[src/hdl/screen_geom_pkg.sv]
package screen_geom_pkg;

	// Pixel position on the screen, wide enough for the full VGA raster.
	typedef logic [10:0] coord_t;

	// Tiles are 64 by 64 pixels.
	localparam int TILE_SHIFT = 6;

	// 10 by 7 tiles cover 640 by 448 pixels.
	localparam int GRID_COLS = 10;
	localparam int GRID_ROWS = 7;

	typedef logic [3:0] col_t;
	typedef logic [2:0] row_t;

	// Tile address as seen by the prize layers.
	// Col and row are only meaningful while on_grid is set.
	typedef struct packed {
		col_t col;
		row_t row;
		logic on_grid;
	} tile_addr_t;

endpackage
[src/hdl/prize_pkg.sv]
package prize_pkg;

	// Content of one map cell.
	typedef enum logic [2:0] {
		CELL_FREE = 3'd0,
		CELL_COIN = 3'd1,
		CELL_GEM  = 3'd2
	} cell_t;

	// Edge code from the collision logic, one bit per block edge.
	typedef logic [3:0] edge_t;
	localparam edge_t EDGE_BOTTOM = 4'b0100;

	localparam int NUM_LEVELS = 2;
	localparam int MAX_LAYERS = 2;

	typedef logic level_t;

	// Single-cycle map update, aimed at one layer.
	typedef struct packed {
		logic take;
		logic bump;
		logic layer;
		screen_geom_pkg::tile_addr_t where;
	} map_event_t;

	// Cell seen by one layer for the current pixel.
	typedef struct packed {
		cell_t kind;
		screen_geom_pkg::tile_addr_t where;
	} layer_read_t;

	// Compiled-in maps, indexed by layer, level, row and column.
	// Layer 0 holds collectables, layer 1 holds coins that bumps reveal.
	localparam cell_t LEVEL_MAPS [MAX_LAYERS][NUM_LEVELS]
		[screen_geom_pkg::GRID_ROWS][screen_geom_pkg::GRID_COLS] = '{
		'{
			'{
				'{default: CELL_FREE},
				'{1: CELL_COIN, 2: CELL_COIN, 3: CELL_COIN, default: CELL_FREE},
				'{7: CELL_GEM, default: CELL_FREE},
				'{default: CELL_FREE},
				'{0: CELL_COIN, 5: CELL_GEM, 9: CELL_COIN, default: CELL_FREE},
				'{default: CELL_FREE},
				'{2: CELL_COIN, 3: CELL_COIN, default: CELL_FREE}
			},
			'{
				'{9: CELL_GEM, default: CELL_FREE},
				'{default: CELL_COIN},
				'{default: CELL_FREE},
				'{4: CELL_COIN, 5: CELL_COIN, default: CELL_FREE},
				'{default: CELL_FREE},
				'{0: CELL_GEM, 8: CELL_COIN, default: CELL_FREE},
				'{default: CELL_FREE}
			}
		},
		'{
			'{
				'{default: CELL_FREE},
				'{default: CELL_FREE},
				'{default: CELL_FREE},
				'{2: CELL_COIN, default: CELL_FREE},
				'{5: CELL_COIN, default: CELL_FREE},
				'{default: CELL_FREE},
				'{default: CELL_FREE}
			},
			'{
				'{default: CELL_FREE},
				'{default: CELL_FREE},
				'{6: CELL_COIN, default: CELL_FREE},
				'{default: CELL_FREE},
				'{default: CELL_FREE},
				'{default: CELL_FREE},
				'{default: CELL_FREE}
			}
		}
	};

endpackage

[src/hdl/prize_field.sv]
`timescale 1ns/1ps

module prize_field #(
	parameter int NUM_LAYERS = 2
) (
	input  logic                    clk,
	input  logic                    resetN,
	input  screen_geom_pkg::coord_t pixel_x,
	input  screen_geom_pkg::coord_t pixel_y,
	input  screen_geom_pkg::coord_t player_x,
	input  screen_geom_pkg::coord_t player_y,
	input  logic                    prize_hit,
	input  logic                    block_hit,
	input  prize_pkg::edge_t        hit_edge,
	input  prize_pkg::level_t       level,
	input  logic                    next_level,
	input  logic                    player_alive,
	input  logic [9:0]              random_bits,
	output logic                    draw,
	output prize_pkg::cell_t        prize_kind,
	output screen_geom_pkg::coord_t tile_left,
	output screen_geom_pkg::coord_t tile_top,
	output logic [1:0]              color_variant
);
	import screen_geom_pkg::*;
	import prize_pkg::*;

	tile_addr_t  pixel_tile;
	map_event_t  map_event;
	layer_read_t reads [NUM_LAYERS];
	logic        reload;

	// Level change or death restores the compiled-in map.
	assign reload = next_level || !player_alive;

	if (NUM_LAYERS < 1 || NUM_LAYERS > MAX_LAYERS) begin : g_bad_layers
		$error("NUM_LAYERS out of range.");
	end

	grid_addresser #(
		.NUM_LAYERS(NUM_LAYERS)
	) addresser_inst (
		.clk        (clk),
		.resetN     (resetN),
		.pixel_x    (pixel_x),
		.pixel_y    (pixel_y),
		.player_x   (player_x),
		.player_y   (player_y),
		.prize_hit  (prize_hit),
		.block_hit  (block_hit),
		.hit_edge   (hit_edge),
		.pixel_tile (pixel_tile),
		.map_event  (map_event)
	);

	for (genvar gi = 0; gi < NUM_LAYERS; gi++) begin : g_layer
		prize_layer #(
			.LAYER_ID(gi)
		) layer_inst (
			.clk        (clk),
			.resetN     (resetN),
			.pixel_tile (pixel_tile),
			.map_event  (map_event),
			.reload     (reload),
			.level      (level),
			.read       (reads[gi])
		);
	end

	prize_mixer #(
		.NUM_LAYERS(NUM_LAYERS)
	) mixer_inst (
		.clk           (clk),
		.resetN        (resetN),
		.reads         (reads),
		.random_bits   (random_bits),
		.draw          (draw),
		.prize_kind    (prize_kind),
		.tile_left     (tile_left),
		.tile_top      (tile_top),
		.color_variant (color_variant)
	);

endmodule

[src/hdl/prize_mixer.sv]
`timescale 1ns/1ps

module prize_mixer #(
	parameter int NUM_LAYERS = 2
) (
	input  logic                    clk,
	input  logic                    resetN,
	input  prize_pkg::layer_read_t  reads [NUM_LAYERS],
	input  logic [9:0]              random_bits,
	output logic                    draw,
	output prize_pkg::cell_t        prize_kind,
	output screen_geom_pkg::coord_t tile_left,
	output screen_geom_pkg::coord_t tile_top,
	output logic [1:0]              color_variant
);
	import screen_geom_pkg::*;
	import prize_pkg::*;

	layer_read_t winner;
	logic        any_hit;
	logic        col_bit;

	// Scan from the top index down so the lowest non-free layer ends up last.
	always_comb begin
		winner  = reads[0];
		any_hit = 1'b0;
		for (int i = NUM_LAYERS - 1; i >= 0; i--) begin
			if (reads[i].kind != CELL_FREE) begin
				winner  = reads[i];
				any_hit = 1'b1;
			end
		end
	end

	// Columns past the grid have no matching random bit.
	assign col_bit = winner.where.on_grid ? random_bits[winner.where.col] : 1'b0;

	always_ff @(posedge clk or negedge resetN) begin
		if (!resetN) begin
			draw          <= 1'b0;
			prize_kind    <= CELL_FREE;
			tile_left     <= '0;
			tile_top      <= '0;
			color_variant <= '0;
		end else begin
			draw          <= any_hit;
			prize_kind    <= winner.kind;
			tile_left     <= coord_t'(winner.where.col) << TILE_SHIFT;
			tile_top      <= coord_t'(winner.where.row) << TILE_SHIFT;
			color_variant <= {random_bits[winner.where.row], col_bit};
		end
	end

	no_kind_without_draw: assert property (@(posedge clk) disable iff (!resetN)
		!draw |-> (prize_kind == CELL_FREE));

endmodule

[src/hdl/prize_layer.sv]
`timescale 1ns/1ps

module prize_layer #(
	parameter int LAYER_ID = 0
) (
	input  logic                        clk,
	input  logic                        resetN,
	input  screen_geom_pkg::tile_addr_t pixel_tile,
	input  prize_pkg::map_event_t       map_event,
	input  logic                        reload,
	input  prize_pkg::level_t           level,
	output prize_pkg::layer_read_t      read
);
	import screen_geom_pkg::*;
	import prize_pkg::*;

	cell_t  cells [GRID_ROWS][GRID_COLS];
	logic   reload_q;
	level_t level_q;
	logic   event_here;

	// Reload lines up with the event path, one cycle after sampling.
	always_ff @(posedge clk or negedge resetN) begin
		if (!resetN) begin
			reload_q <= 1'b0;
			level_q  <= '0;
		end else begin
			reload_q <= reload;
			level_q  <= level;
		end
	end

	assign event_here = (map_event.layer == 1'(LAYER_ID));

	// Map storage.
	// A reload overrides any event in the same cycle.
	always_ff @(posedge clk or negedge resetN) begin
		if (!resetN) begin
			cells <= LEVEL_MAPS[LAYER_ID][0];
		end else if (reload_q) begin
			cells <= LEVEL_MAPS[LAYER_ID][level_q];
		end else if (event_here) begin
			if (map_event.take) begin
				cells[map_event.where.row][map_event.where.col] <= CELL_FREE;
			end else if (map_event.bump) begin
				cells[map_event.where.row][map_event.where.col] <= CELL_COIN;
			end
		end
	end

	// Per-pixel lookup, one stage after the addresser.
	always_ff @(posedge clk or negedge resetN) begin
		if (!resetN) begin
			read.kind  <= CELL_FREE;
			read.where <= '0;
		end else begin
			read.where <= pixel_tile;
			if (pixel_tile.on_grid) begin
				read.kind <= cells[pixel_tile.row][pixel_tile.col];
			end else begin
				read.kind <= CELL_FREE;
			end
		end
	end

	// Off-grid player positions must never produce an event.
	event_in_range: assert property (@(posedge clk) disable iff (!resetN)
		(map_event.take || map_event.bump) |->
			map_event.where.on_grid &&
			(map_event.where.row < GRID_ROWS) &&
			(map_event.where.col < GRID_COLS));

endmodule

[src/hdl/grid_addresser.sv]
`timescale 1ns/1ps

module grid_addresser #(
	parameter int NUM_LAYERS = 2
) (
	input  logic                        clk,
	input  logic                        resetN,
	input  screen_geom_pkg::coord_t     pixel_x,
	input  screen_geom_pkg::coord_t     pixel_y,
	input  screen_geom_pkg::coord_t     player_x,
	input  screen_geom_pkg::coord_t     player_y,
	input  logic                        prize_hit,
	input  logic                        block_hit,
	input  prize_pkg::edge_t            hit_edge,
	output screen_geom_pkg::tile_addr_t pixel_tile,
	output prize_pkg::map_event_t       map_event
);
	import screen_geom_pkg::*;
	import prize_pkg::*;

	// Bumps always land in the last layer.
	localparam logic BUMP_LAYER = 1'(NUM_LAYERS - 1);
	localparam int IDX_W = $bits(coord_t) - TILE_SHIFT;

	tile_addr_t pixel_addr;
	tile_addr_t player_addr;
	logic       bottom_bump;

	function automatic tile_addr_t to_tile(input coord_t x, input coord_t y);
		logic [IDX_W-1:0] cx;
		logic [IDX_W-1:0] cy;
		tile_addr_t       t;
		cx = x[$bits(coord_t)-1:TILE_SHIFT];
		cy = y[$bits(coord_t)-1:TILE_SHIFT];
		t.col = col_t'(cx);
		t.row = row_t'(cy);
		// Compare before truncation so wide coordinates stay off grid.
		t.on_grid = (cx < GRID_COLS) && (cy < GRID_ROWS);
		return t;
	endfunction

	assign pixel_addr  = to_tile(pixel_x, pixel_y);
	assign player_addr = to_tile(player_x, player_y);
	assign bottom_bump = block_hit && (hit_edge == EDGE_BOTTOM);

	always_ff @(posedge clk or negedge resetN) begin
		if (!resetN) begin
			pixel_tile <= '0;
			map_event  <= '0;
		end else begin
			pixel_tile      <= pixel_addr;
			map_event.where <= player_addr;
			map_event.take  <= prize_hit && player_addr.on_grid;
			// A take in the same cycle wins over the bump.
			map_event.bump  <= bottom_bump && !prize_hit && player_addr.on_grid;
			map_event.layer <= prize_hit ? 1'b0 : BUMP_LAYER;
		end
	end

	// Bottom bump dropped in favour of a take.
	bump_dropped: cover property (@(posedge clk) disable iff (!resetN)
		prize_hit && bottom_bump)
		$info("Bump discarded, take event wins.");

endmodule

[config.mk]
export PLATFORM = sky130hd
export DESIGN_NAME = prize_field
export DESIGN_NICKNAME = d
export VERILOG_FILES = /design/src/hdl/screen_geom_pkg.sv /design/src/hdl/prize_pkg.sv /design/src/hdl/prize_field.sv /design/src/hdl/prize_mixer.sv /design/src/hdl/prize_layer.sv /design/src/hdl/grid_addresser.sv
export SDC_FILE = /design/constraint.sdc
export NUM_CORES = 1
export LEC_CHECK = 0
export BUFFER_PORTS_ARGS = -buffer_cell sky130_fd_sc_hd__buf_2
export CAP_MARGIN = 20
export CORE_MARGIN = 2
export CORE_UTILIZATION = 58
export CTS_BUF_LIST = sky130_fd_sc_hd__clkbuf_4
export CTS_CLUSTER_SIZE = 30
export DETAILED_ROUTE_END_ITERATION = 10
export GPL_ROUTABILITY_DRIVEN = 0
export PLACE_DENSITY = 0.79
export SLEW_MARGIN = 20
export SYNTH_ARGS = -nofsm -noshare
export SYNTH_HDL_FRONTEND = slang
export SYNTH_SLANG_ARGS = --single-unit
[constraint.sdc]
create_clock -name clk -period 1.87 [get_ports clk]
set_input_delay 0.0935 -clock clk [delete_from_list [all_inputs] [get_ports clk]]
set_output_delay 0.0935 -clock clk [all_outputs]
set_load 0.01 [all_outputs]
== After elaboration in Yosys (flattened, before gate mapping) ==
Index checks and enable logic that the tools add are counted.
W data, S select, Z words.

* Register bits after elaboration: 467
* Bits of input ports: 65

* $lt $le $gt $ge: 13
* Equality and inequality tests: 2
* Multiplexer cells: 42
* Bitwise logic cells: 13
* Reduce and logical (&&, ||, !) cells: 17

{| class="wikitable"
|+ Operators with widths
! kind !! count
|-
| $mux W210 || 12
|-
| $and A210 B210 Y210 || 2
|-
| $and A140 B140 Y140 || 2
|-
| $not A210 Y210 || 1
|-
| $mux W182 || 1
|-
| $bmux W30 S3 || 2
|-
| $mux W30 || 5
|-
| $not A140 Y140 || 1
|-
| $or A70 B70 Y70 || 2
|-
| $mux W130 || 1
|-
| $demux W30 S3 || 1
|-
| $bmux W3 S4 || 2
|-
| $mux W11 || 2
|-
| $mux W3 || 7
|-
| $demux W3 S4 || 1
|-
| $ge A5 B5 Y1 const B || 2
|-
| $lt A5 B3 Y1 const B || 2
|-
| $lt A5 B4 Y1 const B || 2
|-
| $not A4 Y5 || 2
|-
| $reduce_bool A3 Y1 || 3
|-
| $ge A4 B4 Y1 const B || 2
|-
| $logic_and A1 B1 Y1 || 8
|-
| $not A3 Y4 || 2
|-
| $mux W1 || 6
|-
| 14 further kinds || 16
|}

== Longest topological paths before layout ==
* Word-level depth: 13
* Mapped depth: 9
* Gate-level depth less buffers: 5

== Cells and area by module ==
From an unflattened synthesis, not the netlist that was laid out.

* Cells, all modules: 1996
* Area, all modules: 22181.3 um2

{| class="wikitable"
|+ Modules (own cells, without submodules)
! module !! times used !! cells each !! area an instance (um2)
|-
| prize_layer (g_layer[1].layer_inst) || 1 || 984 || 10392.5
|-
| prize_layer (g_layer[0].layer_inst) || 1 || 900 || 10351.2
|-
| prize_mixer || 1 || 80 || 883.3
|-
| grid_addresser || 1 || 31 || 548.0
|-
| prize_field || 1 || 1 || 6.3
|}

== Worst setup path before layout ==
OpenSTA, ideal clock, no wires.

* Path type: flip-flop to flip-flop
* From: reg addresser_inst.pixel_tile[1] (netlist name)
* To: reg g_layer[1].layer_inst.read[8] (netlist bit)
* Setup time: 0.123 ns
* Arrival: 1.723 ns
* Data required time: 1.747 ns
* Slack: 0.023 ns
* Cell stages (with the launch flop): 8
* Buffers on the path: 2
* Clock period less this slack: 1.847 ns
* Cells stage by stage: dfrtp_1 > buf_6 > buf_12 > mux4_2 > a22oi_1 > o31ai_1 > and4bb_1 > a21oi_1

* Longest elaborated chain between the ends: 8

{| class="wikitable"
|+ RTL lines
! element !! RTL line !! RTL
|-
| $not A3 Y4 (implied by the code) || prize_layer.sv:59 || <nowiki>read.kind <= cells[pixel_tile.row][pixel_tile.col];</nowiki>
|-
| $bmux W30 S3 || prize_layer.sv:59 ||
|-
| $mux W30 (implied by the code) (2 in series) || prize_layer.sv:59 ||
|-
| $bmux W3 S4 || prize_layer.sv:59 ||
|-
| $mux W3 (implied by the code) (2 in series) || prize_layer.sv:59 ||
|-
| $mux W3 || prize_layer.sv:58 || <nowiki>if (pixel_tile.on_grid) begin</nowiki>
|-
| end: declaration || prize_layer.sv:12 || <nowiki>output prize_pkg::layer_read_t read</nowiki>
|}

No other way between the ends. The select of a mux whose other input is x is not followed.
A chain may end at the register's enable or synchronous reset.

== Final worst setup path ==
* From: reg addresser_inst.pixel_tile[2] (netlist name)
* To: reg g_layer[1].layer_inst.read[10] (netlist bit)

* Longest elaborated chain between the ends: 8

{| class="wikitable"
|+ RTL lines
! element !! RTL line
|-
| $not A3 Y4 (implied by the code) || prize_layer.sv:59
|-
| $bmux W30 S3 || prize_layer.sv:59
|-
| $mux W30 (implied by the code) (2 in series) || prize_layer.sv:59
|-
| $bmux W3 S4 || prize_layer.sv:59
|-
| $mux W3 (implied by the code) (2 in series) || prize_layer.sv:59
|-
| $mux W3 || prize_layer.sv:58
|}

No other way between the ends. The select of a mux whose other input is x is not followed.

==> reports/results.txt <==
The floorplan die width works out to 199 um. For the number of global-route vias before repair, the log shows 18700. The DRC marker count from the first detailed-route iteration was 1625.

Placeable core region: 37500 sq um. The critical path class is reg -> reg. The startpoint identified for the worst register-to-register timing path is addresser_inst.pixel_tile[2]. The wire-length estimate of the detail-placed layout is 44.1 mm. The count of synthesis-stage warnings from yosys was 0; the final number of setup-violating endpoints was 6.

Kind of launch point of the worst setup path: a flip-flop. Type of element capturing the critical path: a flip-flop. The setup slack of the most critical reg-to-reg path was -480 ps. For the worst clock skew, the log shows 42.5 ps. In this run the worst path has a maximum fanout of 13.

Initial antenna violation count: 4. The tools report the area of the mapped netlist as 22000 sq um. The maximum clock insertion buffer count came out at 3. After routing the design area is 26900 sq um. The floorplan step defined a die boundary enclosing 39500 sq um.

Across the run, the number of max-cap violations was 0. The tools report the global route total overflow as 0. In this run the most critical hold path is launched from pixel_x[8].

The final routed wirelength across all metal layers came out at 65.8 mm. Row generation in the floorplan step produced 71 rows. By count the netlist is led by dfrtp_1 (456), o21a_1 (249), mux2i_1 (176).

The boundary pin count is 93. The run finished, with violations left. After layout, the design draws a total of 21.5 mW. The cell family contributing the most delay on the critical path is multiplexers. The aggregate global-route resource usage is 0.342.

The routed layout has 18000 vias. For the sequential area share after synthesis, the log shows 0.532. The async set-reset flop share out of synthesis is 1.00. For the final design utilization, the log shows 0.717. The clock net in this run drives a total of 467 sinks.

The worst path in the final design needs a cycle of 2350 ps, including I/O delays and setup. The buffer type at the clock tree root was clkbuf_4. On the critical path, the stage with the largest delay is an instance of mux4_2. TritonCTS built the clock tree.

The ratio of final minimum period to clock period works out to 1.25. The tools report the starting density of the core as 0.587. Counting flops and latches in the post-synthesis netlist gives 467.

At the pin with the least slew margin, the transition time is 710 ps. At the end of the flow, the number of nets in the layout was 2291. The count of buffers from port buffering is 53, and the number of vias per cell after detailed routing is 6.33. The relative slew slack is 0.523, and the number of pins exceeding their max-slew limit in the final report is 0. Peak ir drop on the vdd network: 538 uV. After synthesis, the netlist uses 64 different library cells. The tools report the number of instances in the placed design as 2547. STA puts the critical path data required time at 2580 ps.

The signal on the critical path passes through buf_4, buf_12, mux4_2, a22oi_1, o31ai_1, nor4bb_1, a21oi_1. For this run, the leading register cell type out of synthesis is dfrtp_1. The destination of the worst register-to-register timing path was g_layer[1].layer_inst.read[10]. Clock-pin slew was measured on the worst setup and hold paths at 90 ps. The top-area cell type share of the netlist area was 0.518; the delay of the slowest critical-path stage was 560 ps. The first detailed-routing pass ran for 7 iterations. The layout-stage area growth over the synthesis result was 22.1%. In the routed design, unresolved DRC markers number 0. The power density over the cells was 800 nW/um^2.

The tools report the end point of the worst hold path as addresser_inst.pixel_tile[0]. The setup slack after layout was -476 ps. For the worst-skew pair, the clock arrives at the later sink with an insertion delay of 870 ps.

Data arrival at the endpoint of the critical path: 3060 ps. TritonCTS created 120 clock buffers. The run gives -510 ps as the worst slack after detailed placement. Counting both buffers and inverters, the worst setup path holds a total of 2. Setup repair after global routing could not meet its margin everywhere. The finished layout holds 2840 standard cells, fillers aside.

Yosys attributes the largest share of cell area to dfrtp_1 (52%), o21a_1 (8.5%), mux2i_1 (8.0%). Count of flip-flops with a built-in enable after synthesis: 0. The worst reg-to-reg path cell count is 7, and the instance count of the mapped netlist is 1916. In this run the mean area of a mapped cell was 11.5 sq um. The fraction of final layout cells sized beyond drive strength 1 was 0.280; the first-pass GRT wire length was 103 mm. CTS built an H-tree with a depth of 3.

The tightest min-delay check is of the in -> reg type. After detailed routing, the average wire length per cell comes to 23.2 um. Among all cell types in the netlist, the one instantiated most often is dfrtp_1. For the number of hold violations in the final report, the log shows 0. Once placement finished, the instance area stood at 24400 sq um.

The tools report the total negative setup slack as -2490 ps. The library cell with the largest summed area after synthesis is dfrtp_1. Entering global routing, the biggest net connects 74 pins. The tools report the final hold slack as 65.4 ps.

The checks that failed: setup timing. The worst hold path was traced through 5 stages. The die boundary height came out at 199 um. The timing-limited maximum frequency came out at 426 MHz. For the leakage component of the power, the log shows 12.7 nW. The remaining antenna violation count is 0.
[power by group]
part / internal, mW / total (mW) / leakage [nW] / switching (mW)
clock network: 4.58 / 8.94 / 0.929 / 4.36
registers: 10.2 / 10.3 / 6.38 / 0.0917
logic: 0.878 / 2.24 / 5.39 / 1.36
total: 15.7 / 21.5 / 12.7 / 5.81
[worst max path at each step]
stage / start / depth (start not counted) / endpoint
3_3_place_gp: addresser_inst.pixel_tile[2] / 7 / g_layer[0].layer_inst.read[8]
6_report: addresser_inst.pixel_tile[2] / 7 / g_layer[1].layer_inst.read[10]
2_1_floorplan: addresser_inst.pixel_tile[1] / 7 / g_layer[1].layer_inst.read[8]
4_1_cts: addresser_inst.pixel_tile[1] / 7 / g_layer[1].layer_inst.read[10]
3_5_place_dp: addresser_inst.pixel_tile[2] / 7 / g_layer[0].layer_inst.read[8]
5_1_grt: addresser_inst.pixel_tile[1] / 7 / g_layer[0].layer_inst.read[8]
[per-layer routing]
metal | vias to the layer above | track usage | part of all wire
li1 | 7676 | - | -
met3 | 252 | 0.0870 | 0.090
met5 | - | 0 | 0
met4 | 0 | 0.193 | 0.051
met2 | 970 | 0.541 | 0.48
met1 | 9072 | 0.432 | 0.38
[worst reg2reg max path: stages, from the launching register on]
cell      delay, ps
dfrtp_4         450
buf_4           180
buf_12          160
mux4_2          560
a22oi_1         220
o31ai_1         140
nor4bb_1        360
a21oi_1         120
[placed cells by master (no fill, tap or decap), types with 5 or more instances in the layout]
cell	n
inv_1	16
nand2_1	170
mux2_2	66
clkbuf_4	182
nor3_1	15
dlygate4sd3_1	60
o221ai_1	14
a221oi_2	9
clkinv_2	6
a22oi_1	18
a221o_1	20
o22ai_1	10
nor2_1	66
dfrtp_1	452
nand2b_1	7
clkinv_1	28
conb_1	15
buf_4	172
a21oi_1	71
nand3_1	16
mux2i_1	175
o21ai_1	18
buf_2	52
diode_2	5
mux4_2	40
and2_1	33
a21o_1	7
buf_6	5
a221oi_1	22
a31oi_1	5
o32ai_2	5
o21a_1	249
buf_12	50
o21ai_0	135
nor2b_1	7
dfstp_2	11
[state kept, by name, summed over array words and instances (netlist names), named ones only]
register,flops
addresser_inst.map_event,10
addresser_inst.pixel_tile,8
g_layer.layer_inst.cells,403
g_layer.layer_inst.level_q,1
g_layer.layer_inst.read,14
g_layer.layer_inst.reload_q,1
mixer_inst.color_variant,2
mixer_inst.draw,1
mixer_inst.prize_kind,3
mixer_inst.tile_left,4
mixer_inst.tile_top,3
[repair_timing]
| action | in CTS | in global routing |
|---|---|---|
| hold buffers | 61 | 0 |
| gates resized for setup | 24 | 31 |
| pin swaps | 6 | 2 |
| gates cloned | 0 | 0 |
| hold endpoints to repair | 489 | 0 |
| endpoints found under the setup margin | 14 | 49 |
| setup buffers | 1 | 6 |
[cells by family after synthesis]
group / Yosys count / synth area share
DFF: 467 / 0.532
AOI/OAI and AO/OA: 617 / 0.191
buffers and inverters: 184 / 0.0441
muxes: 284 / 0.156
other: 1 / 0.000170
and+or+nand+nor: 363 / 0.0777
[cell type report]
cell class,count,area [sq um]
diodes,5,12.5
clock buffers,182,1370
clock inverters,38,194
fillers,2487,10600
inverters,18,67.6
multi-input cells,1279,9660
flip-flops and latches,467,11700
well taps,511,639
repair buffers,340,3220
Power figures use the tool's default switching activity.
